## src/hw/mem_macros.svh

```systemverilog
`ifndef MEM_MACROS_SVH
`define MEM_MACROS_SVH

// datapath widths
`define REG_W      32
`define REGADDR_W  5

// cp0 register numbers
`define CP0_STATUS 5'd12
`define CP0_CAUSE  5'd13
`define CP0_EPC    5'd14

// data ram depth in words
`define RAM_WORDS  256

`endif

```

## src/hw/cpu_pkg.sv

```systemverilog
`include "mem_macros.svh"

package cpu_pkg;

  typedef enum logic [3:0] {
    MEM_NONE,
    MEM_LB,
    MEM_LBU,
    MEM_LH,
    MEM_LHU,
    MEM_LW,
    MEM_SB,
    MEM_SH,
    MEM_SW
  } mem_op_e;

  typedef enum logic [4:0] {
    EXC_NONE = 5'd0,
    EXC_INT  = 5'd1,
    EXC_SYS  = 5'd8,
    EXC_RI   = 5'd10,
    EXC_OV   = 5'd12,
    EXC_TR   = 5'd13,
    EXC_ERET = 5'd14
  } exc_code_e;

  // pending flags raised by decode and execute
  typedef struct packed {
    logic syscall;
    logic invalid;
    logic trap;
    logic overflow;
    logic eret;
  } exc_flags_t;

  typedef struct packed {
    logic                  we;
    logic [`REGADDR_W-1:0] addr;
    logic [`REG_W-1:0]     data;
  } cp0_wr_t;

  typedef struct packed {
    logic                  valid;
    logic [`REGADDR_W-1:0] wd;
    logic                  wreg;
    logic [`REG_W-1:0]     wdata;
    logic                  whilo;
    logic [`REG_W-1:0]     hi;
    logic [`REG_W-1:0]     lo;
    cp0_wr_t               cp0;
    exc_flags_t            exc;
    logic                  in_delay;
    logic [`REG_W-1:0]     pc;
    mem_op_e               op;
    logic [`REG_W-1:0]     mem_addr;
    logic [`REG_W-1:0]     reg2;
  } ex_mem_t;

  typedef struct packed {
    logic                  valid;
    logic [`REGADDR_W-1:0] wd;
    logic                  wreg;
    logic [`REG_W-1:0]     wdata;
    logic                  whilo;
    logic [`REG_W-1:0]     hi;
    logic [`REG_W-1:0]     lo;
    cp0_wr_t               cp0;
  } mem_wb_t;

  // size: 0 byte, 1 halfword, 2 word
  typedef struct packed {
    logic              req;
    logic              wr;
    logic [1:0]        size;
    logic [`REG_W-1:0] addr;
    logic [`REG_W-1:0] wdata;
  } bus_req_t;

endpackage

```

## src/hw/mem_access.sv

```systemverilog
`timescale 1ns/100ps
`include "mem_macros.svh"

module mem_access (
  input  logic              clk,
  input  logic              rst,
  input  cpu_pkg::ex_mem_t  ex_i,
  input  logic              kill_i,
  output cpu_pkg::bus_req_t bus_o,
  input  logic              addr_ok_i,
  input  logic              data_ok_i,
  input  logic [`REG_W-1:0] rdata_i,
  output logic              stall_o,
  output cpu_pkg::mem_wb_t  wb_o
);
  import cpu_pkg::*;

  logic              waiting_q;
  logic              is_load;
  logic              is_store;
  logic [1:0]        off;
  logic [7:0]        rd_byte;
  logic [15:0]       rd_half;
  logic [`REG_W-1:0] load_data;

  assign is_load  = ex_i.op inside {MEM_LB, MEM_LBU, MEM_LH, MEM_LHU, MEM_LW};
  assign is_store = ex_i.op inside {MEM_SB, MEM_SH, MEM_SW};
  assign off      = ex_i.mem_addr[1:0];

  // new request only from idle
  always_comb begin
    bus_o.req  = ex_i.valid && (is_load || is_store) && !kill_i && !waiting_q;
    bus_o.wr   = is_store;
    bus_o.addr = ex_i.mem_addr;
    case (ex_i.op)
      MEM_LB, MEM_LBU, MEM_SB: begin
        bus_o.size  = 2'd0;
        bus_o.wdata = {4{ex_i.reg2[7:0]}};
      end
      MEM_LH, MEM_LHU, MEM_SH: begin
        bus_o.size  = 2'd1;
        bus_o.wdata = {2{ex_i.reg2[15:0]}};
      end
      default: begin
        bus_o.size  = 2'd2;
        bus_o.wdata = ex_i.reg2;
      end
    endcase
  end

  assign stall_o = bus_o.req || (waiting_q && !data_ok_i);

  always_ff @(posedge clk) begin
    if (rst) begin
      waiting_q <= 1'b0;
    end else if (bus_o.req && addr_ok_i) begin
      waiting_q <= 1'b1;
    end else if (data_ok_i) begin
      waiting_q <= 1'b0;
    end
  end

  // big-endian lanes, offset 0 is the top byte
  always_comb begin
    case (off)
      2'd0:    rd_byte = rdata_i[31:24];
      2'd1:    rd_byte = rdata_i[23:16];
      2'd2:    rd_byte = rdata_i[15:8];
      default: rd_byte = rdata_i[7:0];
    endcase
  end

  assign rd_half = off[1] ? rdata_i[15:0] : rdata_i[31:16];

  always_comb begin
    case (ex_i.op)
      MEM_LB:  load_data = {{24{rd_byte[7]}}, rd_byte};
      MEM_LBU: load_data = {24'd0, rd_byte};
      MEM_LH:  load_data = {{16{rd_half[15]}}, rd_half};
      MEM_LHU: load_data = {16'd0, rd_half};
      MEM_LW:  load_data = rdata_i;
      default: load_data = ex_i.wdata;
    endcase
  end

  // a killed instruction still flows, but writes nothing
  always_comb begin
    wb_o.valid  = ex_i.valid;
    wb_o.wd     = ex_i.wd;
    wb_o.wreg   = ex_i.wreg && !kill_i;
    wb_o.wdata  = load_data;
    wb_o.whilo  = ex_i.whilo && !kill_i;
    wb_o.hi     = ex_i.hi;
    wb_o.lo     = ex_i.lo;
    wb_o.cp0    = ex_i.cp0;
    wb_o.cp0.we = ex_i.cp0.we && !kill_i;
  end

endmodule

```

## config.mk

```make
export PLATFORM = sky130hd
export DESIGN_NAME = mem_access
export DESIGN_NICKNAME = d
export VERILOG_FILES = /design/src/hw/cpu_pkg.sv /design/src/hw/mem_access.sv
export VERILOG_INCLUDE_DIRS = /design/src /design/src/hw
export SDC_FILE = /design/constraint.sdc
export NUM_CORES = 1
export LEC_CHECK = 0
export ABC_AREA = 1
export ABC_CLOCK_PERIOD_IN_PS = 2500
export BUFFER_PORTS_ARGS = -buffer_cell sky130_fd_sc_hd__buf_2
export CORE_AREA = 2 2 196 198
export DETAILED_ROUTE_END_ITERATION = 7
export DIE_AREA = 0 0 198 200
export GPL_TIMING_DRIVEN = 1
export SETUP_SLACK_MARGIN = 0.2
export SLEW_MARGIN = 25
export SYNTH_ARGS = -nofsm -noshare
export SYNTH_HDL_FRONTEND = slang
export SYNTH_SLANG_ARGS = --single-unit
```

## constraint.sdc

```tcl
create_clock -name clk -period 2.5 [get_ports clk]
set_input_delay 0.75 -clock clk [delete_from_list [all_inputs] [get_ports clk]]
set_output_delay 0.75 -clock clk [all_outputs]
set_load 0.1 [all_outputs]
```

Yosys cells after proc, flatten, opt, wreduce, memory -nomap -nowiden
Index checks and enable logic that the tools add are counted.
- equality and inequality tests: 10
- mux-type cells: 7
- reductions and logical operators: 19
- operators with widths (operator ; count):
    32-bit one-hot mux with 5 select lines ; 1
    32-bit one-hot mux with 2 select lines ; 1
    8-bit one-hot mux with 3 select lines ; 1
    4-bit by 3-bit equality test with 1-bit output (second input constant) ; 4
    16-bit 2-to-1 mux ; 1
    4-bit by 2-bit equality test with 1-bit output (second input constant) ; 2
    1-bit logical AND ; 8
    3-bit OR reduction ; 2
    5-bit nonzero test ; 1
    4-bit by 1-bit equality test with 1-bit output (second input constant) ; 1
    4-bit equality test (second input constant) ; 1
    2-bit one-hot mux with 2 select lines ; 1
    1-bit zero test ; 3
    3-bit nonzero test ; 1
    2-bit by 1-bit equality test with 1-bit output (second input constant) ; 1
    2-bit equality test (second input constant) ; 1
    2-bit zero test ; 1
    1-bit logical OR ; 2
    1-bit 2-to-1 mux ; 2
    2-bit nonzero test ; 1
- bits in registers: 1
- input port bits: 285
- output and inout port bits: 211
- word-level logic and storage cells: 37

Longest topological paths before layout
- word-level depth: 8
- mapped depth: 10
- mapped depth without buffers: 10

Least setup slack after synthesis
No wires, ideal clock.
- path kind: in2out
- start: in ex_i[33] (netlist name)
- end: out wb_o[110] (netlist name)
- data arrival time: 2.679 ns
- data required time: 1.750 ns
- slack: -0.929 ns
- stages on the path: 8
- path buffers: 2
- cells stage by stage: buf_2 -> clkbuf_1 -> nand2_1 -> nand2_1 -> nand2_1 -> nand3_1 -> nor2_1 -> nor2_1
- RTL lines (what ; RTL line ; text):
    start: declaration ; mem_access.sv:7 ; input cpu_pkg::ex_mem_t ex_i,
    end: declaration ; mem_access.sv:14 ; output cpu_pkg::mem_wb_t wb_o

==> metrics.md <==
| Metric | Value |
|---|---|
| Status | `finished with violations` |
| Failing checks | `negative setup slack` |
| Worst r2r path cells | `5` |
| Top flop regs | `waiting_q x1` |
| # port buffers | `185` |
| Vias in the first global route | `3595` |
| Fin cells | `between 1000 and 1500` |
| Mapped Avg Cell Area | `between 5 and 6 um2` |
| Largest net degree at the start of global routing | `20` |
| Worst Setup SP | `ex_i[67]` |
| Total power | `2.36 mW` |
| Final Max Tran Viols | `0` |
| Max-Cap Viols | `0` |
| Average via count per standard cell | `between 3 and 4` |
| HPWL after DPL | `13.1 mm` |
| GR Overflow Total | `0` |
| Worst-path clk slew | `0 ps` |
| Fin crit share | `113%` |
| Worst EP required | `about 1800 ps` |
| Site Rows | `a little over 70` |
| FF+latch count, synth | `1` |
| Post-route DRC | `0` |
| PD cells | `between 300 and 400 nW/um2` |
| DR vias | `3535` |
| Number of I/O pins | `496` |
| Antenna-violating nets left | `0` |
| Crit start category | `primary input` |
| Sequential fraction of the synthesis area | `less than 1%` |
| Number of flip-flops in the largest register | `1` |
| Synthesis warning total | `0` |
| Fillers | `approximately 4200` |
| Die footprint | `around 40000 um2` |
| Setup WS post-layout | `-324 ps` |
| Final setup fails | `just under 60` |
| RSZ-0062 raised after global routing | `true` |
| Setup TNS Final | `-14520 ps` |
| DIE HEIGHT | `200 um` |
| Share of cells above drive strength 1 | `between 60% and 70%` |
| Fin. Hold Viols | `0` |
| Mapped Cells | `approximately 520` |
| Fin Hold WS | `between 500 and 600 ps` |
| Final net count | `895` |
| Worst reg2reg path endpoint | `waiting_q` |
| Critical Path End Type | `output port` |
| Max_slew headroom | `67.8%` |
| Worst skew pair latency | `0 ps` |
| Clk_skew | `0 ps` |
| Inst Count DP | `between 1000 and 1500` |
| End point of the critical path | `bus_o[25]` |
| All-Layer GR Usage | `7.45%` |
| LEAKAGE | `between 2 and 3 nW` |
| Worst Hold Class | `reg2reg` |
| Post-Synthesis Cell Area | `~2800 um2` |
| Measured slew at the worst slew-check pin | `486 ps` |
| Worst Path Max Fanout | `7` |
| First-pass GRT wire length | `~22 mm` |
| CP Data Arrival Time | `around 2100 ps` |
| R2r startpoint | `waiting_q` |
| Netlist cell types | `28` |
| Layout area overhead | `121%` |
| Die width | `a little under 200 um` |
| Minimum clock period | `between 2000 and 3000 ps` |
| Total wire length | `15.7 mm` |
| DR WL/cell | `about 14 um` |
| Starting Density | `~7.5%` |
| Post-Synthesis Net Count | `approximately 800` |
| Register-to-Register Setup Slack | `approximately 1600 ps` |
| Final core area utilization | `between 15 and 20%` |
| Max Freq | `354 MHz` |
| Routability cong. | `approximately 0.77` |
| Drt initial violations | `81` |
| Core Footprint | `approximately 37000 um2` |
| DR pass1 iterations | `4` |
| Setup Crit Path Kind | `in2out` |
| Initial antenna violation count | `1` |
| Peak supply drop | `between 0.15 and 0.2 mV` |
| Largest register by flop count | `waiting_q` |
-- cells in the mapped netlist --
| cell | instances | area share [%] |
|---|---|---|
| nand2_1 | 203 | 27 |
| buf_4 | 152 | 41 |
| inv_1 | 30 | 4.0 |
| nand4_1 | 26 | 5.8 |
| nor2_1 | 26 | 3.5 |
| nand3_1 | 20 | 3.6 |
| buf_2 | 9 | 1.6 |
| a22oi_1 | 6 | 1.6 |
| a21oi_1 | 5 | 0.89 |
| o21ai_0 | 5 | 0.89 |
| or2_2 | 5 | 1.1 |
| inv_2 | 4 | 0.53 |
| nand2_2 | 3 | 0.67 |
| buf_6 | 2 | 0.80 |
| clkbuf_1 | 2 | 0.27 |
| nand2_4 | 2 | 0.80 |
| nor2_2 | 2 | 0.44 |
| o2111ai_1 | 2 | 0.62 |
| o211ai_1 | 2 | 0.53 |
| o21bai_1 | 2 | 0.53 |
| a21oi_2 | 1 | 0.31 |
| dfxtp_1 | 1 | 0.71 |
| inv_4 | 1 | 0.22 |
| nand2_8 | 1 | 0.71 |
| nand3_2 | 1 | 0.36 |
| nor2_4 | 1 | 0.40 |
| nor2_8 | 1 | 0.71 |
| o211ai_4 | 1 | 0.76 |
-- worst min path at each step --
stage | startpoint | end | slack [ps] | cells past startpoint
2_1_floorplan | waiting_q | waiting_q | 560 | 4
3_3_place_gp | waiting_q | waiting_q | 580 | 4
3_5_place_dp | waiting_q | waiting_q | 590 | 4
4_1_cts | waiting_q | waiting_q | 590 | 4
5_1_grt | waiting_q | waiting_q | 660 | 4
6_report | waiting_q | waiting_q | 590 | 4
-- power breakdown --
group           total (mW)  leakage, nW  switching [mW]  internal, mW
combinational         2.35         2.89            1.50         0.844
clock          0.000000107    0.0000127               0   0.000000107
sequential          0.0167      0.00809       0.0000680        0.0166
total                 2.36         2.89            1.50         0.860
-- layout make-up --
| type | count | area [um2] | share of cell area (%) |
|---|---|---|---|
| diodes | 2 | 5.00 | 0.0805 |
| inverters | 35 | 185 | 2.98 |
| multi-input cells | 315 | 2620 | 42.1 |
| flip-flops and latches | 1 | 20.0 | 0.322 |
| well taps | 511 | 639 | 10.3 |
| repair buffers | 257 | 2760 | 44.3 |
-- placed cells by master (no fill, tap or decap), types with 2 or more instances in the layout --
| cell type | netlist | layout |
|---|---|---|
| or2_4 | 0 | 3 |
| a21oi_1 | 5 | 4 |
| buf_4 | 152 | 44 |
| nand2_2 | 3 | 21 |
| buf_8 | 0 | 3 |
| nor2_1 | 26 | 13 |
| nand3_4 | 0 | 7 |
| nand4_1 | 26 | 26 |
| inv_2 | 4 | 6 |
| nand2_8 | 1 | 33 |
| inv_1 | 30 | 16 |
| o211ai_1 | 2 | 2 |
| buf_2 | 9 | 113 |
| buf_6 | 2 | 16 |
| nand2_1 | 203 | 108 |
| nor2_4 | 1 | 13 |
| inv_4 | 1 | 5 |
| inv_6 | 0 | 6 |
| o21ai_0 | 5 | 4 |
| diode_2 | 0 | 2 |
| buf_12 | 0 | 80 |
| nor2_2 | 2 | 3 |
| or2_2 | 5 | 2 |
| a22oi_1 | 6 | 2 |
| nand3_2 | 1 | 6 |
| nand3_1 | 20 | 8 |
| a22oi_2 | 0 | 4 |
| nand2_4 | 2 | 47 |
-- logic make-up (layout without fill, tap and decap cells) --
family          Yosys count  after routing  share of synthesized area [%]
other cells               0              2                              0
compound gates           24             24                           6.14
simple gates            291            291                           45.1
flops                     1              1                          0.712
buf+inv                 200            292                           48.0
-- critical path, cell delays in order --
cell and delay [ps]:
buf_6 110, inv_4 40, nand2_2 160, o211ai_4 110, buf_12 160, nor2_8 220, buf_12 190, nand2_4 70
nand2_8 70, buf_12 160
-- per-layer routing --
layer	up-vias	share of wire (%)	global-route usage, %	wire length, um
li1	1660	-	-	-
met1	1601	37	8.63	5820
met2	216	50	13.4	7890
met3	58	9.5	2.13	1490
met4	0	3.0	2.01	463
met5	-	0	0	0
-- per-stage QoR --
step,area (um2),setup WS (ps)
after global placement,5590,-588
after detailed placement,5590,-608
final,6220,-324
after global routing,6220,-386
after CTS,6070,-302
after floorplan,3690,-553
-- timing repair --
action                     in CTS  in global routing
setup endpoints to repair      61                 61
gates cloned                    2                  0
hold buffers                    0                  0
buffers inserted                8                  3
resized for setup             100                 26
pin swaps                      41                 10
No activity file was read; power rests on OpenSTA's default activity.
