--- config.mk ---
export PLATFORM = sky130hd
export DESIGN_NAME = exc_resolve
export DESIGN_NICKNAME = d
export VERILOG_FILES = /design/src/hw/cpu_pkg.sv /design/src/hw/exc_resolve.sv
export VERILOG_INCLUDE_DIRS = /design/src /design/src/hw
export SDC_FILE = /design/constraint.sdc
export NUM_CORES = 1
export LEC_CHECK = 0
export BUFFER_PORTS_ARGS = -buffer_cell sky130_fd_sc_hd__buf_4
export CORE_AREA = 2 2 162 164
export DETAILED_ROUTE_END_ITERATION = 8
export DIE_AREA = 0 0 164 166
export PLACE_DENSITY = 0.35
export SETUP_SLACK_MARGIN = 0.05
export SYNTH_ARGS = -nofsm -noshare
export SYNTH_HDL_FRONTEND = slang
export SYNTH_SLANG_ARGS = --single-unit
--- constraint.sdc ---
create_clock -name vclk -period 5.05
set_input_delay 0.7575 -clock vclk [all_inputs]
set_output_delay 0.7575 -clock vclk [all_outputs]
set_load 0.02 [all_outputs]
--- src/hw/mem_macros.svh ---
`ifndef MEM_MACROS_SVH
`define MEM_MACROS_SVH

// datapath widths
`define REG_W      32
`define REGADDR_W  5

// cp0 register numbers
`define CP0_STATUS 5'd12
`define CP0_CAUSE  5'd13
`define CP0_EPC    5'd14

// data ram depth in words
`define RAM_WORDS  256

`endif

--- src/hw/cpu_pkg.sv ---
`include "mem_macros.svh"

package cpu_pkg;

  typedef enum logic [3:0] {
    MEM_NONE,
    MEM_LB,
    MEM_LBU,
    MEM_LH,
    MEM_LHU,
    MEM_LW,
    MEM_SB,
    MEM_SH,
    MEM_SW
  } mem_op_e;

  typedef enum logic [4:0] {
    EXC_NONE = 5'd0,
    EXC_INT  = 5'd1,
    EXC_SYS  = 5'd8,
    EXC_RI   = 5'd10,
    EXC_OV   = 5'd12,
    EXC_TR   = 5'd13,
    EXC_ERET = 5'd14
  } exc_code_e;

  // pending flags raised by decode and execute
  typedef struct packed {
    logic syscall;
    logic invalid;
    logic trap;
    logic overflow;
    logic eret;
  } exc_flags_t;

  typedef struct packed {
    logic                  we;
    logic [`REGADDR_W-1:0] addr;
    logic [`REG_W-1:0]     data;
  } cp0_wr_t;

  typedef struct packed {
    logic                  valid;
    logic [`REGADDR_W-1:0] wd;
    logic                  wreg;
    logic [`REG_W-1:0]     wdata;
    logic                  whilo;
    logic [`REG_W-1:0]     hi;
    logic [`REG_W-1:0]     lo;
    cp0_wr_t               cp0;
    exc_flags_t            exc;
    logic                  in_delay;
    logic [`REG_W-1:0]     pc;
    mem_op_e               op;
    logic [`REG_W-1:0]     mem_addr;
    logic [`REG_W-1:0]     reg2;
  } ex_mem_t;

  typedef struct packed {
    logic                  valid;
    logic [`REGADDR_W-1:0] wd;
    logic                  wreg;
    logic [`REG_W-1:0]     wdata;
    logic                  whilo;
    logic [`REG_W-1:0]     hi;
    logic [`REG_W-1:0]     lo;
    cp0_wr_t               cp0;
  } mem_wb_t;

  // size: 0 byte, 1 halfword, 2 word
  typedef struct packed {
    logic              req;
    logic              wr;
    logic [1:0]        size;
    logic [`REG_W-1:0] addr;
    logic [`REG_W-1:0] wdata;
  } bus_req_t;

endpackage

--- src/hw/exc_resolve.sv ---
`timescale 1ns/100ps
`include "mem_macros.svh"

module exc_resolve (
  input  cpu_pkg::ex_mem_t   ex_i,
  input  logic [`REG_W-1:0]  status_i,
  input  logic [`REG_W-1:0]  cause_i,
  input  logic [`REG_W-1:0]  epc_i,
  input  cpu_pkg::cp0_wr_t   wb_cp0_i,
  output cpu_pkg::exc_code_e code_o,
  output logic [`REG_W-1:0]  epc_o
);
  import cpu_pkg::*;

  logic [`REG_W-1:0] status;
  logic [`REG_W-1:0] cause;
  logic              int_pend;

  // same-cycle writeback cp0 write wins over the register value
  always_comb begin
    status = status_i;
    cause  = cause_i;
    epc_o  = epc_i;
    if (wb_cp0_i.we) begin
      case (wb_cp0_i.addr)
        `CP0_STATUS: status = wb_cp0_i.data;
        `CP0_CAUSE: begin
          cause[9:8] = wb_cp0_i.data[9:8];
          cause[22]  = wb_cp0_i.data[22];
          cause[23]  = wb_cp0_i.data[23];
        end
        `CP0_EPC: epc_o = wb_cp0_i.data;
        default: ;
      endcase
    end
  end

  // masked IP, IE set and EXL clear
  assign int_pend = (|(cause[15:8] & status[15:8])) && status[0] && !status[1];

  always_comb begin
    code_o = EXC_NONE;
    if (ex_i.valid) begin
      if (int_pend) begin
        code_o = EXC_INT;
      end else if (ex_i.exc.syscall) begin
        code_o = EXC_SYS;
      end else if (ex_i.exc.invalid) begin
        code_o = EXC_RI;
      end else if (ex_i.exc.trap) begin
        code_o = EXC_TR;
      end else if (ex_i.exc.overflow) begin
        code_o = EXC_OV;
      end else if (ex_i.exc.eret) begin
        code_o = EXC_ERET;
      end
    end
  end

endmodule

# [After elaboration in Yosys (flattened, before gate mapping)]
# Index checks and enable logic that the tools add are counted.
[classes] multipliers=0 n_eq_ne=3 muxes=13 order_cmp=0 shifts=0 bitwise_logic=1 addsub=0 div_mod_pow=0 n_reduce_logical=4
[ops] cell="32-bit two-way mux" n=2
[ops] cell="16-bit two-way mux" n=2
[ops] cell="4-bit two-way mux" n=7
[ops] cell="5-bit by 4-bit equality test with 1-bit output (second input constant)" n=3
[ops] cell="8-bit AND" n=1
[ops] cell="8-bit OR reduction" n=1
[ops] cell="2-bit two-way mux" n=2
[ops] cell="1-bit logical AND" n=2
[ops] cell="1-bit zero test" n=1
[totals] mem_count=0 latch_bits=0 out_inout_bits=37 inputBits=382 mem_bits_rw=0 wordCells=21 romBits=0 ff_bits=0

# [Logic depth before layout (Yosys ltp)]
# Gate-level depths: netlist (run 1).
[logic_depth] depth_word=9 depth_mapped=7 depth_no_buf=6

# [Worst setup path before layout (run 1)]
# No wires, ideal clock.
[synth_path] path_kind="input-to-output" startpoint="input wb_cp0_i[36] in the netlist's numbering" endpoint="output code_o[1]" path_buffers=0 setup_slack_ns=1.627 path_stages=6 required_time_ns=4.293 t_arrival_ns=2.666 cell_sequence="nand4b_4 or3_4 mux2_4 a2111oi_2 a41oi_2 nor4b_2"
[synth_between] elab_chain_len=9 elab_cells_between_ends=13 classes_between="eq/ne (2); mux (6); bitwise (1); reduce/logical (4)"
[synth_lines] item="from (decl)" line_no="exc_resolve.sv:9" text="input cpu_pkg::cp0_wr_t wb_cp0_i,"
[synth_lines] item="5-bit by 4-bit equality test with 1-bit output" line_no="exc_resolve.sv:25" text="case (wb_cp0_i.addr)"
[synth_lines] item="2-bit two-way mux / 16-bit two-way mux (equally long branches)" line_no="exc_resolve.sv:25"
[synth_lines] item="2-bit two-way mux / 16-bit two-way mux (equally long branches)" line_no="exc_resolve.sv:24" text="if (wb_cp0_i.we) begin"
[synth_lines] item="8-bit AND" line_no="exc_resolve.sv:39" text="assign int_pend = (|(cause[15:8] & status[15:8])) && status[0] && !status[1];"
[synth_lines] item="8-bit OR reduction" line_no="exc_resolve.sv:39"
[synth_lines] item="1-bit logical AND" line_no="exc_resolve.sv:39"
[synth_lines] item="1-bit logical AND *" line_no="exc_resolve.sv:39"
[synth_lines] item="4-bit two-way mux *" line_no="exc_resolve.sv:44" text="if (int_pend) begin"
[synth_lines] item="4-bit two-way mux *" line_no="exc_resolve.sv:43" text="if (ex_i.valid) begin"
[synth_lines] item="to (decl)" line_no="exc_resolve.sv:10" text="output cpu_pkg::exc_code_e code_o,"
# Every way passes the cells marked *; elsewhere a longest branch is shown, timed or not.

# [Worst setup path after layout (run 1)]
# Ends and elaborated chain as after synthesis.

==> results of run 1 <==
## cells in the mapped netlist, types with 2 or more instances
master	count
sky130_fd_sc_hd__nand2_1	5
sky130_fd_sc_hd__nor3b_1	2
sky130_fd_sc_hd__a22oi_1	2
sky130_fd_sc_hd__mux2_2	35
sky130_fd_sc_hd__a31oi_1	3
sky130_fd_sc_hd__clkbuf_1	3
sky130_fd_sc_hd__and3_1	2
sky130_fd_sc_hd__nor2_1	9
## cell families (layout without fill, tap and decap cells)
group	after synthesis	in the layout
other	1	5
multiplexers	37	37
buffers and inverters	6	133
AO/OA/AOI/OAI	11	11
AND/OR/NAND/NOR	23	23
## worst paths after layout
kind	start	to	slack, ps
min	ex_i[105]	code_o[1]	1780
max	wb_cp0_i[36]	code_o[1]	1150
## area by class of cell
type                       instances  area [um^2]  share of cell area, %
antenna                            4         10.0                  0.479
timing repair buffer             132          991                   47.4
tap                              335          419                   20.1
inverter                           1         3.75                  0.180
multi-input combinational         72          666                   31.9
## placed cells by master, fill, tap and decap left out
cell	n
sky130_fd_sc_hd__buf_4	132
sky130_fd_sc_hd__inv_1	1
sky130_fd_sc_hd__nor4b_2	1
sky130_fd_sc_hd__mux2_2	35
sky130_fd_sc_hd__nand2_1	5
sky130_fd_sc_hd__conb_1	1
sky130_fd_sc_hd__o311ai_0	1
sky130_fd_sc_hd__a211oi_1	1
sky130_fd_sc_hd__a31oi_1	3
sky130_fd_sc_hd__o21a_1	1
sky130_fd_sc_hd__and2_1	1
sky130_fd_sc_hd__or3_4	1
sky130_fd_sc_hd__nor3b_1	1
sky130_fd_sc_hd__nand3b_1	1
sky130_fd_sc_hd__nand4b_4	1
sky130_fd_sc_hd__diode_2	4
sky130_fd_sc_hd__mux2i_1	1
sky130_fd_sc_hd__and3_1	2
sky130_fd_sc_hd__nor2_1	9
sky130_fd_sc_hd__a22oi_1	2
sky130_fd_sc_hd__a41oi_2	1
sky130_fd_sc_hd__a21oi_1	1
sky130_fd_sc_hd__nor3b_2	1
sky130_fd_sc_hd__mux2_4	1
sky130_fd_sc_hd__a2111oi_2	1
## metrics by stage
step,utilization (%),worst slack [ps],hold WS (ps),power [mW],cells
after CTS,8.12,1030,1790,0.144,540
after floorplan,-,1630,1570,0.0524,78
after global placement,8.12,1030,1790,0.144,540
final,8.16,1150,1780,0.141,544
after global routing,8.12,969,1800,0.152,540
after detailed placement,8.12,1040,1790,0.144,540
## power by group through the flow
stage	clock network, mW	logic, mW	registers, mW
floorplan	0	0.0524	0
global placement	0	0.144	0
detailed placement	0	0.144	0
CTS	0	0.144	0
global route	0	0.152	0
finish	0.000000106	0.141	0
## metal layers
| layer | share of wire, % | GRT usage (%) |
|---|---|---|
| met5 | 0 | 0 |
| met1 | 44 | 5.04 |
| met3 | 13 | 1.67 |
| met2 | 43 | 6.05 |
| met4 | 0 | 0 |
==> reports/metrics.cfg, run 1 <==
[power_and_ir_drop]
power_frac_clock_pct = 0
comb_power_share_pct = 100.0
standby_leakage_power_nw = 0.867
power.switching_fraction_pct = 39.9
cell_internal_pwr_mw = 0.0850
pwr-share-seq_pct = 0
power.density_nw_per_um2 = 67.7
ir_worst_vdd_uv = 23.6
switchingPower_mw = 0.0564

[sta]
rsz0062_at_grt = no
worst-slew-pin-transition_ps = 548
maxClockFrequency_mhz = 256
setup-tns-final_ps = 0
hold_viol_final = 0
timing.final.setup_violations = 0
slew-limit-headroom_pct = 63.4
period_share_pct = 77.3
report.final.slew_viol_count = 0
min_period_ps = 3900

[routing]
drt-vias-per-instance = 2.11
dr.first_iter.drc_count = 24
detail_route.wirelength_mm = 5.65
detailroute.via_count = 1146
drt_pre_antenna_iters = 5
routed_wire_length_per_instance_um = 10.4
route.antenna.remaining_nets = 0
drcViolationCount = 0

[critical_path]
setup_crit_path_kind = primary input to primary output
standard_cell_with_the_maximum_stage_delay_on_the_critical_path = sky130_fd_sc_hd__a2111oi_2
critical_path_arrival_ps = 3150
crit_required_ps = 4290
timing.critical_path.fanout_max = 12
worstSetupPathDepth = 8
cpLargestDelayFamily = simple AND/OR/NAND/NOR gates
timing.critical_path.buf_inv = 2
worst_path_most_repeated_cell = sky130_fd_sc_hd__buf_4
cell_breakdown_of_the_critical_path = buf_4 > nand4b_4 > or3_4 > mux2_4 > a2111oi_2 > a41oi_2 > nor4b_2 > buf_4
worst_path_largest_cell_delay_ps = 580
critPathCaptureType = primary output
startpoint_types = primary input

[worst_hold_path]
hp-class = primary input to primary output
min_delay_path_depth = 3

[synth]
yosysSeqAreaShare_pct = 0
post_synth_main_area_contributors = sky130_fd_sc_hd__mux2_2 (57%), sky130_fd_sc_hd__nor2_1 (4.9%), sky130_fd_sc_hd__nand4b_4 (3.5%)
xor_xnor_fraction_of_synth_area_pct = 0
area_share_of_and_or_nand_nor_cells_after_synthesis_pct = 20.9
synth-compound-area-share_pct = 13.6
synth.net_count = 460
yosys_warnings = 0
postSynthCellCount = 78
netlist_area_um2 = 688
synth_mux_area_share_pct = 60.9
synthesis.area_per_instance_um2 = 8.82
netlist.top_cell.by_area = sky130_fd_sc_hd__mux2_2
largest_family_of_logic_cells_by_synthesized_area = multiplexers
yosys.area.top_type_share_pct = 57.3
synth-adder-area-share_pct = 0
synth_cell_type_count = 25

[placement]
placement.cell_area_um2 = 2080
port_bufs = 130
finalWeightedCongestion = 0.666
dpl.hpwl_mm = 5.30

[floorplan]
die_w_um = 164
fp-row-count = 59
floorplan.die_area_um2 = 27200
start_util_pct = 2.69
design.core.area_um2 = 25600
boundaryPins = 419
chipHeight_um = 166

[grt]
initial_antenna_violation_count = 6
first_global_vias = 1202
grt_pass1_wl_mm = 7.45
gr-usage-all-layers_pct = 3.80
grt_start_max_net_pins = 23
globalRouteOverflowTotal = 0

[cells_and_area]
sequential_cell_area_um2 = 0
drive_gt1_share_pct = 84.9
layout-area-overhead-vs-synth_pct = 204
final_cell_area_um2 = 2090
nets = 589
num-fill-cells = 2997
final.clkbuf_count = 0
seq_cell_count = 0

[flow_run]
drv_cap = 0

[clock_tree]
post_cts_hold_buffer_count = 0
post_cts_resize_count = 0
post_cts_repair_timing_setup_buffer_count = 0

[run_status]
status = complete, no violations

Power figures use the tool's default switching activity.
==> inputs of run 2 (changes only) <==
--- a/config.mk
+++ b/config.mk
@@ -10,7 +10,7 @@
 export CORE_AREA = 2 2 162 164
 export DETAILED_ROUTE_END_ITERATION = 8
 export DIE_AREA = 0 0 164 166
-export PLACE_DENSITY = 0.35
+export PLACE_DENSITY = 0.36
 export SETUP_SLACK_MARGIN = 0.05
 export SYNTH_ARGS = -nofsm -noshare
 export SYNTH_HDL_FRONTEND = slang
==> constraint.sdc (replaced) <==
create_clock -name vclk -period 3.54
set_input_delay 0.531 -clock vclk [all_inputs]
set_output_delay 0.531 -clock vclk [all_outputs]
set_load 0.02 [all_outputs]
==> reports/metrics.cfg, run 2 (synthesis results as in run 1) <==
[critical_path]
timing.critical_path.fanout_max = 4  ; was 12
standard_cell_with_the_maximum_stage_delay_on_the_critical_path = sky130_fd_sc_hd__or3_4  ; was sky130_fd_sc_hd__a2111oi_2
critPathCaptureType = primary output  ; unchanged
worst_path_most_repeated_cell = sky130_fd_sc_hd__buf_4  ; unchanged
critical_path_arrival_ps = 2800  ; was 3150 ps
worst_path_largest_cell_delay_ps = 390  ; was 580 ps
crit_required_ps = 3010  ; was 4290 ps
startpoint_types = primary input  ; unchanged
cell_breakdown_of_the_critical_path = buf_4 > nand4b_4 > or3_4 > mux2_4 > a2111oi_2 > buf_4 > a41oi_2 > nor4b_2 > buf_4  ; was buf_4 > nand4b_4 > or3_4 > mux2_4 > a2111oi_2 > a41oi_2 > nor4b_2 > buf_4
setup_crit_path_kind = primary input to primary output  ; unchanged

[sta]
maxClockFrequency_mhz = 300
hold_viol_final = 0  ; unchanged
worst-slew-pin-transition_ps = 495  ; was 548 ps
final.setup.worst_slack_ps = 211  ; was 1150 ps
timing.final.setup_violations = 0  ; unchanged
setup-tns-final_ps = 0  ; unchanged
report.final.slew_viol_count = 0  ; unchanged
rsz0062_at_grt = no  ; unchanged
period_share_pct = 94.0
min_period_ps = 3330
slew-limit-headroom_pct = 66.9  ; was 63.4%

[cells_and_area]
layout-area-overhead-vs-synth_pct = 205  ; was 204%
final.clkbuf_count = 0  ; unchanged
commonest_non_fill_non_tap_cells_in_the_layout = sky130_fd_sc_hd__buf_4 (132), sky130_fd_sc_hd__mux2_2 (35), sky130_fd_sc_hd__nor2_1 (9)  ; unchanged
seq_cell_count = 0  ; unchanged
layout.cells.most_common = sky130_fd_sc_hd__buf_4  ; unchanged
sequential_cell_area_um2 = 0  ; unchanged
drive_gt1_share_pct = 85.0  ; was 84.9%
post-route-util_pct = 8.21  ; was 8.16%
final_cell_area_um2 = 2100  ; was 2090 um^2
num-fill-cells = 2994  ; was 2997
layoutNonFillerInstCount = 542  ; was 544
nets = 590  ; was 589

[floorplan]
start_util_pct = 2.69  ; unchanged
chipHeight_um = 166  ; unchanged
fp-row-count = 59  ; unchanged
floorplan.die_area_um2 = 27200  ; unchanged
boundaryPins = 419  ; unchanged
die_w_um = 164  ; unchanged
design.core.area_um2 = 25600  ; unchanged

[routing]
drt-vias-per-instance = 2.10  ; was 2.11
drcViolationCount = 0  ; unchanged
route.antenna.remaining_nets = 0  ; unchanged
detail_route.wirelength_mm = 5.55  ; was 5.65 mm
detailroute.via_count = 1137  ; was 1146
drt_pre_antenna_iters = 2  ; was 5
routed_wire_length_per_instance_um = 10.2  ; was 10.4 um
dr.first_iter.drc_count = 10  ; was 24

[placement]
dp_slack_ps = 178  ; was 1040 ps
finalWeightedCongestion = 0.646  ; was 0.666
port_bufs = 130  ; unchanged
dpl.hpwl_mm = 5.22  ; was 5.30 mm
placed_cells = 541  ; was 540
placement.cell_area_um2 = 2100  ; was 2080 um^2

[flow_run]
drv_cap = 0  ; unchanged

[power_and_ir_drop]
ir_worst_vdd_uv = 39.8  ; was 23.6 uV
standby_leakage_power_nw = 0.874  ; was 0.867 nW
power.density_nw_per_um2 = 96.9  ; was 67.7 nW/um^2

[grt]
grt_pass1_wl_mm = 7.39  ; was 7.45 mm
initial_antenna_violation_count = 5  ; was 6
gr-usage-all-layers_pct = 3.77  ; was 3.80%
globalRouteOverflowTotal = 0  ; unchanged
first_global_vias = 1185  ; was 1202
grt_start_max_net_pins = 31  ; was 23

[run_status]
status = complete, no violations  ; unchanged

[clock_tree]
post_cts_resize_count = 0  ; unchanged
post_cts_hold_buffer_count = 0  ; unchanged
post_cts_repair_timing_setup_buffer_count = 0  ; unchanged

[worst_hold_path]
hp-class = primary input to primary output  ; unchanged

run 2: cell types whose count changed in the layout (fill, tap and decap cells not counted):
cell                      before  now
sky130_fd_sc_hd__buf_12        0    1
sky130_fd_sc_hd__diode_2       4    1
run 2: final cells by class:
class / count / area (um^2) / area share, %
timing repair buffer: 133 / 1010 / 48.1
multi-input combinational: 72 / 666 / 31.7
antenna: 1 / 2.50 / 0.119
inverter: 1 / 3.75 / 0.179
tap: 335 / 419 / 19.9
run 2: worst paths after layout:
kind | start | to | slack, ps | depth (start not counted)
max | wb_cp0_i[36] | code_o[1] | 210 | 9
min | ex_i[105] | code_o[1] | 1340 | 3
run 2: critical path, delay by kind of cell:
kind,cells,cell delay (ps)
compound gates,2,590
buf+inv,3,480
simple gates,3,880
mux,1,310
run 2: where the power goes:
part,internal (mW),leakage [nW],switching [mW]
combinational,0.123,0.874,0.0809
clock,0.0000000378,0.00000634,0
sequential,0,0,0
total,0.123,0.874,0.0809
run 2: through the flow:
step / power, mW / hold slack [ps]
2_1_floorplan: 0.0747 / 1110
3_3_place_gp: 0.207 / 1340
3_5_place_dp: 0.208 / 1340
4_1_cts: 0.208 / 1340
5_1_grt: 0.219 / 1340
6_report: 0.204 / 1340
run 2: metal layers:
layer / vias to the layer above / GRT usage (%) / part of all wire, %
met1: 492 / 4.64 / 42
li1: 556 / - / -
met3: 8 / 1.62 / 12
met5: - / 0 / 0.63
met2: 75 / 6.47 / 45
met4: 6 / 0 / 0.11
