### src/hw/mem_macros.svh
`ifndef MEM_MACROS_SVH
`define MEM_MACROS_SVH

// datapath widths
`define REG_W      32
`define REGADDR_W  5

// cp0 register numbers
`define CP0_STATUS 5'd12
`define CP0_CAUSE  5'd13
`define CP0_EPC    5'd14

// data ram depth in words
`define RAM_WORDS  256

`endif

### src/hw/cpu_pkg.sv
`include "mem_macros.svh"

package cpu_pkg;

  typedef enum logic [3:0] {
    MEM_NONE,
    MEM_LB,
    MEM_LBU,
    MEM_LH,
    MEM_LHU,
    MEM_LW,
    MEM_SB,
    MEM_SH,
    MEM_SW
  } mem_op_e;

  typedef enum logic [4:0] {
    EXC_NONE = 5'd0,
    EXC_INT  = 5'd1,
    EXC_SYS  = 5'd8,
    EXC_RI   = 5'd10,
    EXC_OV   = 5'd12,
    EXC_TR   = 5'd13,
    EXC_ERET = 5'd14
  } exc_code_e;

  // pending flags raised by decode and execute
  typedef struct packed {
    logic syscall;
    logic invalid;
    logic trap;
    logic overflow;
    logic eret;
  } exc_flags_t;

  typedef struct packed {
    logic                  we;
    logic [`REGADDR_W-1:0] addr;
    logic [`REG_W-1:0]     data;
  } cp0_wr_t;

  typedef struct packed {
    logic                  valid;
    logic [`REGADDR_W-1:0] wd;
    logic                  wreg;
    logic [`REG_W-1:0]     wdata;
    logic                  whilo;
    logic [`REG_W-1:0]     hi;
    logic [`REG_W-1:0]     lo;
    cp0_wr_t               cp0;
    exc_flags_t            exc;
    logic                  in_delay;
    logic [`REG_W-1:0]     pc;
    mem_op_e               op;
    logic [`REG_W-1:0]     mem_addr;
    logic [`REG_W-1:0]     reg2;
  } ex_mem_t;

  typedef struct packed {
    logic                  valid;
    logic [`REGADDR_W-1:0] wd;
    logic                  wreg;
    logic [`REG_W-1:0]     wdata;
    logic                  whilo;
    logic [`REG_W-1:0]     hi;
    logic [`REG_W-1:0]     lo;
    cp0_wr_t               cp0;
  } mem_wb_t;

  // size: 0 byte, 1 halfword, 2 word
  typedef struct packed {
    logic              req;
    logic              wr;
    logic [1:0]        size;
    logic [`REG_W-1:0] addr;
    logic [`REG_W-1:0] wdata;
  } bus_req_t;

endpackage

### src/hw/cp0_regs.sv
`timescale 1ns/100ps
`include "mem_macros.svh"

module cp0_regs (
  input  logic               clk,
  input  logic               rst,
  input  cpu_pkg::cp0_wr_t   wr_i,
  input  logic [5:0]         hw_int_i,
  input  cpu_pkg::exc_code_e code_i,
  input  logic [`REG_W-1:0]  pc_i,
  input  logic               in_delay_i,
  output logic [`REG_W-1:0]  status_o,
  output logic [`REG_W-1:0]  cause_o,
  output logic [`REG_W-1:0]  epc_o
);
  import cpu_pkg::*;

  logic [`REG_W-1:0] status_q;
  logic [`REG_W-1:0] cause_q;
  logic [`REG_W-1:0] epc_q;

  always_ff @(posedge clk) begin
    if (rst) begin
      status_q <= '0;
      cause_q  <= '0;
      epc_q    <= '0;
    end else begin
      // hardware interrupt lines land in IP7..IP2
      cause_q[15:10] <= hw_int_i;

      if (wr_i.we) begin
        case (wr_i.addr)
          `CP0_STATUS: status_q <= wr_i.data;
          `CP0_CAUSE: begin
            // only IP1..IP0, WP and IV are writable
            cause_q[9:8] <= wr_i.data[9:8];
            cause_q[22]  <= wr_i.data[22];
            cause_q[23]  <= wr_i.data[23];
          end
          `CP0_EPC: epc_q <= wr_i.data;
          default: ;
        endcase
      end

      // exception entry overrides the older software write
      if (code_i == EXC_ERET) begin
        status_q[1] <= 1'b0;
      end else if (code_i != EXC_NONE) begin
        status_q[1]   <= 1'b1;
        cause_q[6:2]  <= code_i;
        cause_q[31]   <= in_delay_i;
        epc_q         <= in_delay_i ? pc_i - 32'd4 : pc_i;
      end
    end
  end

  assign status_o = status_q;
  assign cause_o  = cause_q;
  assign epc_o    = epc_q;

endmodule

### config.mk
export PLATFORM = sky130hd
export DESIGN_NAME = cp0_regs
export DESIGN_NICKNAME = d
export VERILOG_FILES = /design/src/hw/cpu_pkg.sv /design/src/hw/cp0_regs.sv
export VERILOG_INCLUDE_DIRS = /design/src /design/src/hw
export SDC_FILE = /design/constraint.sdc
export NUM_CORES = 1
export LEC_CHECK = 0
export BUFFER_PORTS_ARGS = -buffer_cell sky130_fd_sc_hd__buf_2
export CELL_PAD_IN_SITES_DETAIL_PLACEMENT = 0
export CELL_PAD_IN_SITES_GLOBAL_PLACEMENT = 2
export CORE_MARGIN = 2
export CORE_UTILIZATION = 25
export DETAILED_ROUTE_END_ITERATION = 12
export PLACE_DENSITY = 0.78
export SLEW_MARGIN = 10
export SYNTH_ARGS = -nofsm -noshare
export SYNTH_HDL_FRONTEND = slang
export SYNTH_SLANG_ARGS = --single-unit
### constraint.sdc
create_clock -name clk -period 2.1 [get_ports clk]
set_input_delay 0.315 -clock clk [delete_from_list [all_inputs] [get_ports clk]]
set_output_delay 0.315 -clock clk [all_outputs]
set_load 0.005 [all_outputs]
Word-level counts from Yosys, hierarchy flattened
Cells that the tools add are included.
{"block": "totals", "reg_bits": 80, "latchBits": 0, "mem_bits_rw": 0, "rom_bits": 0, "in_bits": 84, "output_inout_bits": 96, "wordCells": 28, "memories": 0}
{"block": "classes", "addsub": 1, "mul": 0, "div": 0, "magnitude_cmp": 0, "eq_ne": 4, "shifts": 0, "n_mux": 8, "n_bitwise": 1, "n_reduce_logical": 8}
{"op": "32-bit two-way mux", "n": 5}
{"op": "32-bit by 3-bit subtractor with 32-bit output, second input constant", "n": 1}
{"op": "5-bit by 4-bit == test with 1-bit output, second input constant", "n": 4}
{"op": "2-bit AND reduction", "n": 4}
{"op": "5-bit nonzero test", "n": 1}
{"op": "2-bit two-way mux", "n": 2}
{"op": "2-bit nonzero test", "n": 2}
{"op": "2-bit OR reduction", "n": 1}
{"op": "1-bit two-way mux", "n": 1}
{"op": "1-bit inverter", "n": 1}

Logic depth before layout (Yosys ltp)
Gate-level depths: netlist of run 1.
{"block": "logic_depth", "depth_word": 5, "mapped_depth": 7, "ltp_nobuf": 7}

Least setup slack after synthesis of run 1
No wires, ideal clock.
{"block": "synth_timing", "path_type": "input-to-reg", "start": "in pc_i[27]", "end": "reg epc_q[29], in the netlist epc_o[29]", "setup_ns": 0.086, "arrival_time_ns": 1.757, "required_ns": 2.014, "setup_slack_ns": 0.256, "cell_stages": 5, "n_path_buf": 0, "cell_sequence": "or4_4 > or4_4 > nor4_4 > xnor2_1 > a221oi_2"}
{"block": "synth_between", "elab_chain_len": 4}
{"item": "from (decl)", "line_no": "cp0_regs.sv:10", "source": "input logic [`REG_W-1:0] pc_i,"}
{"item": "32-bit by 3-bit subtractor with 32-bit output", "line_no": "cp0_regs.sv:52", "source": "epc_q <= in_delay_i ? pc_i - 32'd4 : pc_i;"}
{"item": "32-bit two-way mux", "line_no": "cp0_regs.sv:52"}
{"item": "32-bit two-way mux", "line_no": "cp0_regs.sv:48", "source": "end else if (code_i != EXC_NONE) begin"}
{"item": "32-bit two-way mux", "line_no": "cp0_regs.sv:46", "source": "if (code_i == EXC_ERET) begin"}
{"item": "to (signal assigned)", "line_no": "cp0_regs.sv:40", "source": "`CP0_EPC: epc_q <= wr_i.data;"}
{"item": "to (signal assigned)", "line_no": "cp0_regs.sv:52"}
{"item": "to (decl)", "line_no": "cp0_regs.sv:20", "source": "logic [`REG_W-1:0] epc_q;"}
Every way passes these cells.
A chain may end at the register's enable or synchronous reset.

Final worst setup path of run 1
{"block": "layout_timing", "start": "in pc_i[18]", "end": "reg epc_q[27], in the netlist epc_o[27]"}
Same word-level chain as after synthesis.

==> metrics, run 1 <==
Top FF cell, synth dfxtp_1; Cell Rows 44; switch share 23.3%; Critical Path Most Common Cell nor4_1; # diodes 0; Die X 127 um; # clock sinks 80; CP top delay family simple AND/OR/NAND/NOR gates; CTS tree yes; CTS Hold Bufs 0; Port Buf Inserts 163; Hold Path Sink cause_o[15]$_SDFF_PP0_; relative slew slack 64.1%; Pint 2.87 mW; H-tree depth 3; clock root cell clkbuf_16; Max Cap Viol 0; via count 3807; Logic pwr share 11.1%; number of global-route vias before repair 3799; Post-synth EDFFs 0; Clk Latency, worst-skew pair 0.34 ns; Residual DRC 0; switching power 0.870 mW; WHS Path Cells 2; DP Cell Count 794; clock buffer depth 2; synth top area cells dfxtp_1 43%, nand2_1 11%, a21oi_1 8.4%, xnor2_1 4.7%, a221oi_1 4.4%; area delta synth->final 36.5%; Hold Path Class in2reg; total iterations of the first detailed-routing run 4; Buf/Inv on CP 2; Flop pwr share 43.0%; max incr delay on CP 0.35 ns; GRT Util Overall 15.7%; clk slew on worst S/H paths 0.06 ns; synthesized instance count 458; worst clock skew 0 ns; Crit-path slowest cell or2b_2; Yosys top cell by area dfxtp_1; Final Power 3.74 mW; reg2reg setup slack 1.17 ns; final cell count without fillers 809; hpwl dp 9410 um; DR WL/cell 15.6 um; final setup TNS 0 ns; ratio of cells with drive above 1 in the final layout 34.6%; CP cell instances buf_2 > nor4_1 > buf_4 > or2b_2 > nor4_1 > xnor2_1 > a221oi_1; Async SR Flop Fraction 0%; cts bufs inserted 9; Crit. End Element flip-flop; static leakage power 2.23 nW; RSZ-0062 raised after global routing no; critical path peak fanout 5; R2R depth 3; final worst path period share 82.4%; startpoint types primary input; Max Clk Rate 578 MHz; Adder-Cell Fraction of Synth Area 0.332%; Initial Utilization 25.7%; synth warn 0; status finished clean; Final setup viols 0; Post CTS Setup Buffer Count 0; post-route cell area 0.00514 mm2; Std-Cell Core Area 0.0146 mm2; final wirelength 12600 um; num ports 180; Hold Path Origin hw_int_i[5]; Avg Cell Area, Syn 8.22 um2; Die Height 127 um; register area share after synthesis 42.5%; Worst R2R End status_o[1]$_SDFFE_PP0P_; die area 0.0161 mm2; critical path arrival 1.98 ns; fin. max-slew vios 0; Least-Margin Pin Slew 0.539 ns; Compound-Gate Fraction of Synth Area 17.7%; largest net degree at the start of global routing 34; Final min period 1.73 ns; main combinational cell family by area after synthesis simple AND/OR/NAND/NOR gates; Initial DRC Count 178; CP Class in2reg; Synth Area in Simple Gates 24.7%; net total in the final layout 706; synthesized flop and latch total 80; Pwr per Cell Area 728 mW/mm2; GRT overflow 0; top-area cell type share of the netlist area 42.5%; GPL Wtd Cong 0.811; Final Hold Viols 0; Final WS setup 0.371 ns; RR Startpoint status_o[1]$_SDFFE_PP0P_; global-route wire length before repair 19700 um; area post-placement 0.00482 mm2; dpl ws 0.00533 ns; xor and xnor area share after synthesis 6.28%; CTS resizes 0; Cell variety after synth 46; Critical Path RT 2.35 ns; Avg Vias per Cell 4.71; Clk network pwr share 45.8%; worst vdd ir 347 uV; antenna violations before repair 0; Post-DRT Antenna Nets 0; mapped cell area 0.00376 mm2; multiplexer share of the synthesized area 1.36%
## logic make-up (layout without fill, tap and decap cells)
group                    count (synthesis)  after routing
AND/OR/NAND/NOR                        190            190
AO/OA/AOI/OAI                          103            103
flip-flops                              80             80
buffers and inverters                   51            203
XOR/XNOR                                27             27
multiplexers                             5              5
adder cells (fa/ha/maj)                  1              1
other                                    1             16
## worst reg2reg max path, cell delays in order, from the launching register on
cell and delay, ns:
dfxtp_1 0.31, mux2_2 0.25, o21ai_0 0.16, a21oi_1 0.08
## power by group through the flow
stage / registers [mW] / clock network, mW / logic (mW)
5_1_grt: 1.62 / 1.82 / 0.463
6_report: 1.61 / 1.71 / 0.416
2_1_floorplan: 1.65 / 0 / 0.189
4_1_cts: 1.61 / 1.77 / 0.421
3_3_place_gp: 1.64 / 0 / 0.414
3_5_place_dp: 1.64 / 0 / 0.419
## area by class of cell
class                   instances  area, um2
clock buffers                  12        256
fillers                      1581       9510
clock inverters                 3       65.1
flip-flops and latches         80       1600
well taps                     184        230
inverters                       3       11.3
multi-input cells             342       1970
repair buffers                185       1010
## cells in the mapped netlist, types with 3 or more instances
library cell  count
a221oi_1         19
nor2_1           23
xor2_1            7
or3_1             5
xnor2_1          20
nand3b_1          3
nand2_1         111
clkbuf_1         30
a21oi_1          63
dfxtp_1          80
nor4_1            8
nor3_1           11
buf_4            16
mux2i_1           4
inv_1             3
nor2b_1           6
a311oi_1          9
## worst max path at each step
stage                     startpoint              endpoint  slack (ns)  cells after the start
after floorplan             pc_i[27]  epc_o[29]$_SDFF_PP0_        0.26                      5
after global placement       pc_i[2]  epc_o[10]$_SDFF_PP0_        0.05                      8
after detailed placement     pc_i[2]  epc_o[10]$_SDFF_PP0_       0.005                      8
after CTS                    pc_i[2]  epc_o[10]$_SDFF_PP0_        0.37                      8
after global routing         pc_i[2]  epc_o[10]$_SDFF_PP0_        0.24                      8
final                       pc_i[18]  epc_o[27]$_SDFF_PP0_        0.37                      7
## stage by stage
step                hold WS (ns)  utilization, %
floorplan                  0.432               -
global placement           0.439            32.9
detailed placement         0.444            32.9
CTS                        0.167            35.1
global route               0.186            35.1
finish                     0.185            35.1
## routing by layer
layer / share of wire (%) / vias up / wire length, um / GRT usage (%)
met5: 0 / - / 0 / 0
met4: 2.1 / 0 / 268 / 6.66
met3: 6.4 / 19 / 807 / 3.88
met2: 46 / 127 / 5790 / 25.2
met1: 46 / 1772 / 5770 / 20.2
li1: - / 1889 / - / -
## sequential cells by signal (all words and copies together) (netlist names)
name      flops
cause_o      16
epc_o        32
status_o     32
## cells in the final DEF, fill, tap and decap left out, drive strengths merged, types with 3 or more instances in the layout
master,netlist,layout
xor2,7,7
nand2,111,111
inv,3,3
nor4,12,12
nor3,11,11
nand3b,3,3
nor2,23,23
clkbuf,31,12
a21oi,63,63
conb,1,16
or4,4,4
or3,5,5
dfxtp,80,80
xnor2,20,20
nor2b,6,6
a311oi,9,9
buf,17,185
a221oi,21,21
mux2i,4,4
Note: power is estimated with default switching activity, not from simulation.
==> run 2: changes to the inputs <==
ABC_AREA = 1   (was unset)
CORE_UTILIZATION = 24   (was 25)
PLACE_DENSITY = 0.77   (was 0.78)
clock period = 1.8 ns   (was 2.1 ns; I/O delays follow)
==> metrics, run 2 <==
Max Cap Viol 0 (unchanged); clk slew on worst S/H paths 0.06 ns (about the same); GPL Wtd Cong 0.809 (was 0.811); clock buffer depth 2 (unchanged); Residual DRC 0 (unchanged); via count 4346 (was 3807); commonest cells in the netlist 119 x nand2_1, 113 x nor2_1, 80 x dfxtp_1 (was 111 x nand2_1, 80 x dfxtp_1, 63 x a21oi_1); Crit-path slowest cell nor2_4 (was or2b_2); fin. max-slew vios 0 (unchanged); Crit. End Element flip-flop (unchanged); die area 0.0183 mm2 (was 0.0161 mm2); DP Cell Count 989 (was 794); Cell Rows 48 (was 44); Std-Cell Core Area 0.0171 mm2 (was 0.0146 mm2); synthesized instance count 615 (was 458); startpoint types primary input (unchanged); worst clock skew 0 ns (unchanged); Async SR Flop Fraction 0% (unchanged); final core utilization 32.1% (was 35.1%); Max Clk Rate 743 MHz; RSZ-0062 raised after global routing no (unchanged); synthesized flop and latch total 80 (unchanged); worst vdd ir 322 uV (was 347 uV); final cell count without fillers 1005 (was 809); Initial DRC Count 286 (was 178); critical path arrival 1.58 ns (was 1.98 ns); Die Height 135 um (was 127 um); net total in the final layout 860 (was 706); Yosys top cell by area dfxtp_1 (unchanged); Avg Cell Area, Syn 6.73 um2 (was 8.22 um2); DR WL/cell 14.4 um (was 15.6 um); most frequent cells in the layout 163 x buf_2, 119 x nand2_1, 113 x nor2_1 (was 163 x buf_2, 111 x nand2_1, 80 x dfxtp_1); GRT Util Overall 15.4% (was 15.7%); final setup TNS 0 ns (unchanged); Final setup viols 0 (unchanged); hpwl dp 11600 um (was 9410 um); status finished clean (unchanged); Initial Utilization 24.3% (was 25.7%); num ports 180 (unchanged); CP top delay family simple AND/OR/NAND/NOR gates (unchanged); H-tree depth 3 (unchanged); most common cell after layout, fill and taps aside buf_2 (unchanged); Min Hold Slack 0.131 ns (was 0.185 ns); Pwr per Cell Area 815 mW/mm2 (was 728 mW/mm2); synth top area cells dfxtp_1 39%, nand2_1 11%, nor2_1 10%, o21ai_0 7.0%, inv_1 5.7% (was dfxtp_1 43%, nand2_1 11%, a21oi_1 8.4%, xnor2_1 4.7%, a221oi_1 4.4%); GRT overflow 0 (unchanged); # clock sinks 80 (unchanged); Final min period 1.35 ns; Buf/Inv on CP 3 (was 2); Port Buf Inserts 163 (unchanged); clock root cell clkbuf_16 (unchanged); number of global-route vias before repair 4149 (was 3799); final worst path period share 74.7%; CP cell instances buf_2 > inv_1 > ha_1 > nand2_1 > nor2_2 > nand2_2 > nor2_4 > nand3_4 > o21ai_1 > nand3_1 > nand3_1 > inv_1 (was buf_2 > nor4_1 > buf_4 > or2b_2 > nor4_1 > xnor2_1 > a221oi_1); Post CTS Setup Buffer Count 0 (unchanged); Final Hold Viols 0 (unchanged); max incr delay on CP 0.16 ns (was 0.35 ns); Post-synth EDFFs 0 (unchanged); synth warn 0 (unchanged); Top FF cell, synth dfxtp_1 (unchanged); top-area cell type share of the netlist area 38.7% (was 42.5%); Die X 135 um (was 127 um); final wirelength 14400 um (was 12600 um); critical path peak fanout 5 (unchanged); Clk Latency, worst-skew pair 0.34 ns (about the same); area delta synth->final 32.3% (was 36.5%); cts bufs inserted 9 (unchanged); Cell variety after synth 36 (was 46); Hold Path Class in2reg (unchanged); # diodes 0 (unchanged); register area share after synthesis 38.7% (was 42.5%); # fillers 1956 (was 1581); CTS tree yes (unchanged); ratio of cells with drive above 1 in the final layout 28.1% (was 34.6%); CP Class in2reg (unchanged); CTS resizes 0 (unchanged); static leakage power 2.71 nW (was 2.23 nW); antenna violations before repair 0 (unchanged); largest net degree at the start of global routing 43 (was 34); Avg Vias per Cell 4.32 (was 4.71); most numerous cell in the Yosys netlist nand2_1 (unchanged); Post-DRT Antenna Nets 0 (unchanged); mapped cell area 0.00414 mm2 (was 0.00376 mm2); total iterations of the first detailed-routing run 4 (unchanged); CTS Hold Bufs 0 (unchanged); Critical Path RT 2.04 ns (was 2.35 ns); global-route wire length before repair 22000 um (was 19700 um)
[run 2: cell type report]
type | instances | area [um2] | share of cell area [%]
tap | 225 | 282 | 5.14
clock inverter | 5 | 78.8 | 1.44
clock buffer | 11 | 253 | 4.62
timing repair buffer | 176 | 926 | 16.9
multi-input combinational | 441 | 2080 | 38.0
sequential | 80 | 1600 | 29.3
inverter | 67 | 251 | 4.60
[run 2: worst reg2reg max path, cell delays in order, from the launching register on]
cell,delay [ns]
dfxtp_1,0.31
o21ai_0,0.15
inv_1,0.05
o21ai_0,0.07
a21oi_1,0.09
[run 2: worst paths after layout]
path,from,to,slack [ns],cells past startpoint
hold / removal,hw_int_i[5],cause_o[15]$_SDFF_PP0_,0.13,3
hold reg to reg,cause_o[6]$_SDFFE_PP0P_,cause_o[6]$_SDFFE_PP0P_,0.46,2
setup reg to reg,epc_o[31]$_SDFF_PP0_,epc_o[31]$_SDFF_PP0_,1.02,4
setup / recovery,pc_i[2],epc_o[26]$_SDFF_PP0_,0.45,12
[run 2: routing by layer]
| metal | GRT usage, % | vias up | wire length, um |
|---|---|---|---|
| met5 | 0 | - | 0 |
| met2 | 23.6 | 143 | 6430 |
| met3 | 1.95 | 27 | 823 |
| li1 | - | 2248 | - |
| met4 | 7.18 | 0 | 414 |
| met1 | 21.6 | 1928 | 6780 |
[run 2: report_power, final]
part           internal [mW]  total, mW  leakage, nW  switching [mW]
logic                  0.224      0.556         1.89           0.332
registers               1.85       1.88        0.658          0.0370
clock network           1.29       2.02        0.165           0.734
total                   3.36       4.46         2.71            1.10
[run 2: logic make-up after synthesis]
logic type	synth area share [%]
adder cells (fa/ha/maj)	0.302
other	0.0906
AND/OR/NAND/NOR	34.3
buffers and inverters	12.4
AO/OA/AOI/OAI	13.8
flip-flops	38.7
XOR/XNOR	0.423
[run 2: per-stage QoR]
| stage | worst slack [ns] | total power, mW | area, um2 |
|---|---|---|---|
| CTS | 0.442 | 4.52 | 5470 |
| floorplan | 0.456 | 2.21 | 4190 |
| detailed placement | 0.0815 | 2.48 | 5140 |
| global placement | 0.156 | 2.48 | 5140 |
| global route | 0.291 | 4.64 | 5470 |
| finish | 0.455 | 4.46 | 5470 |
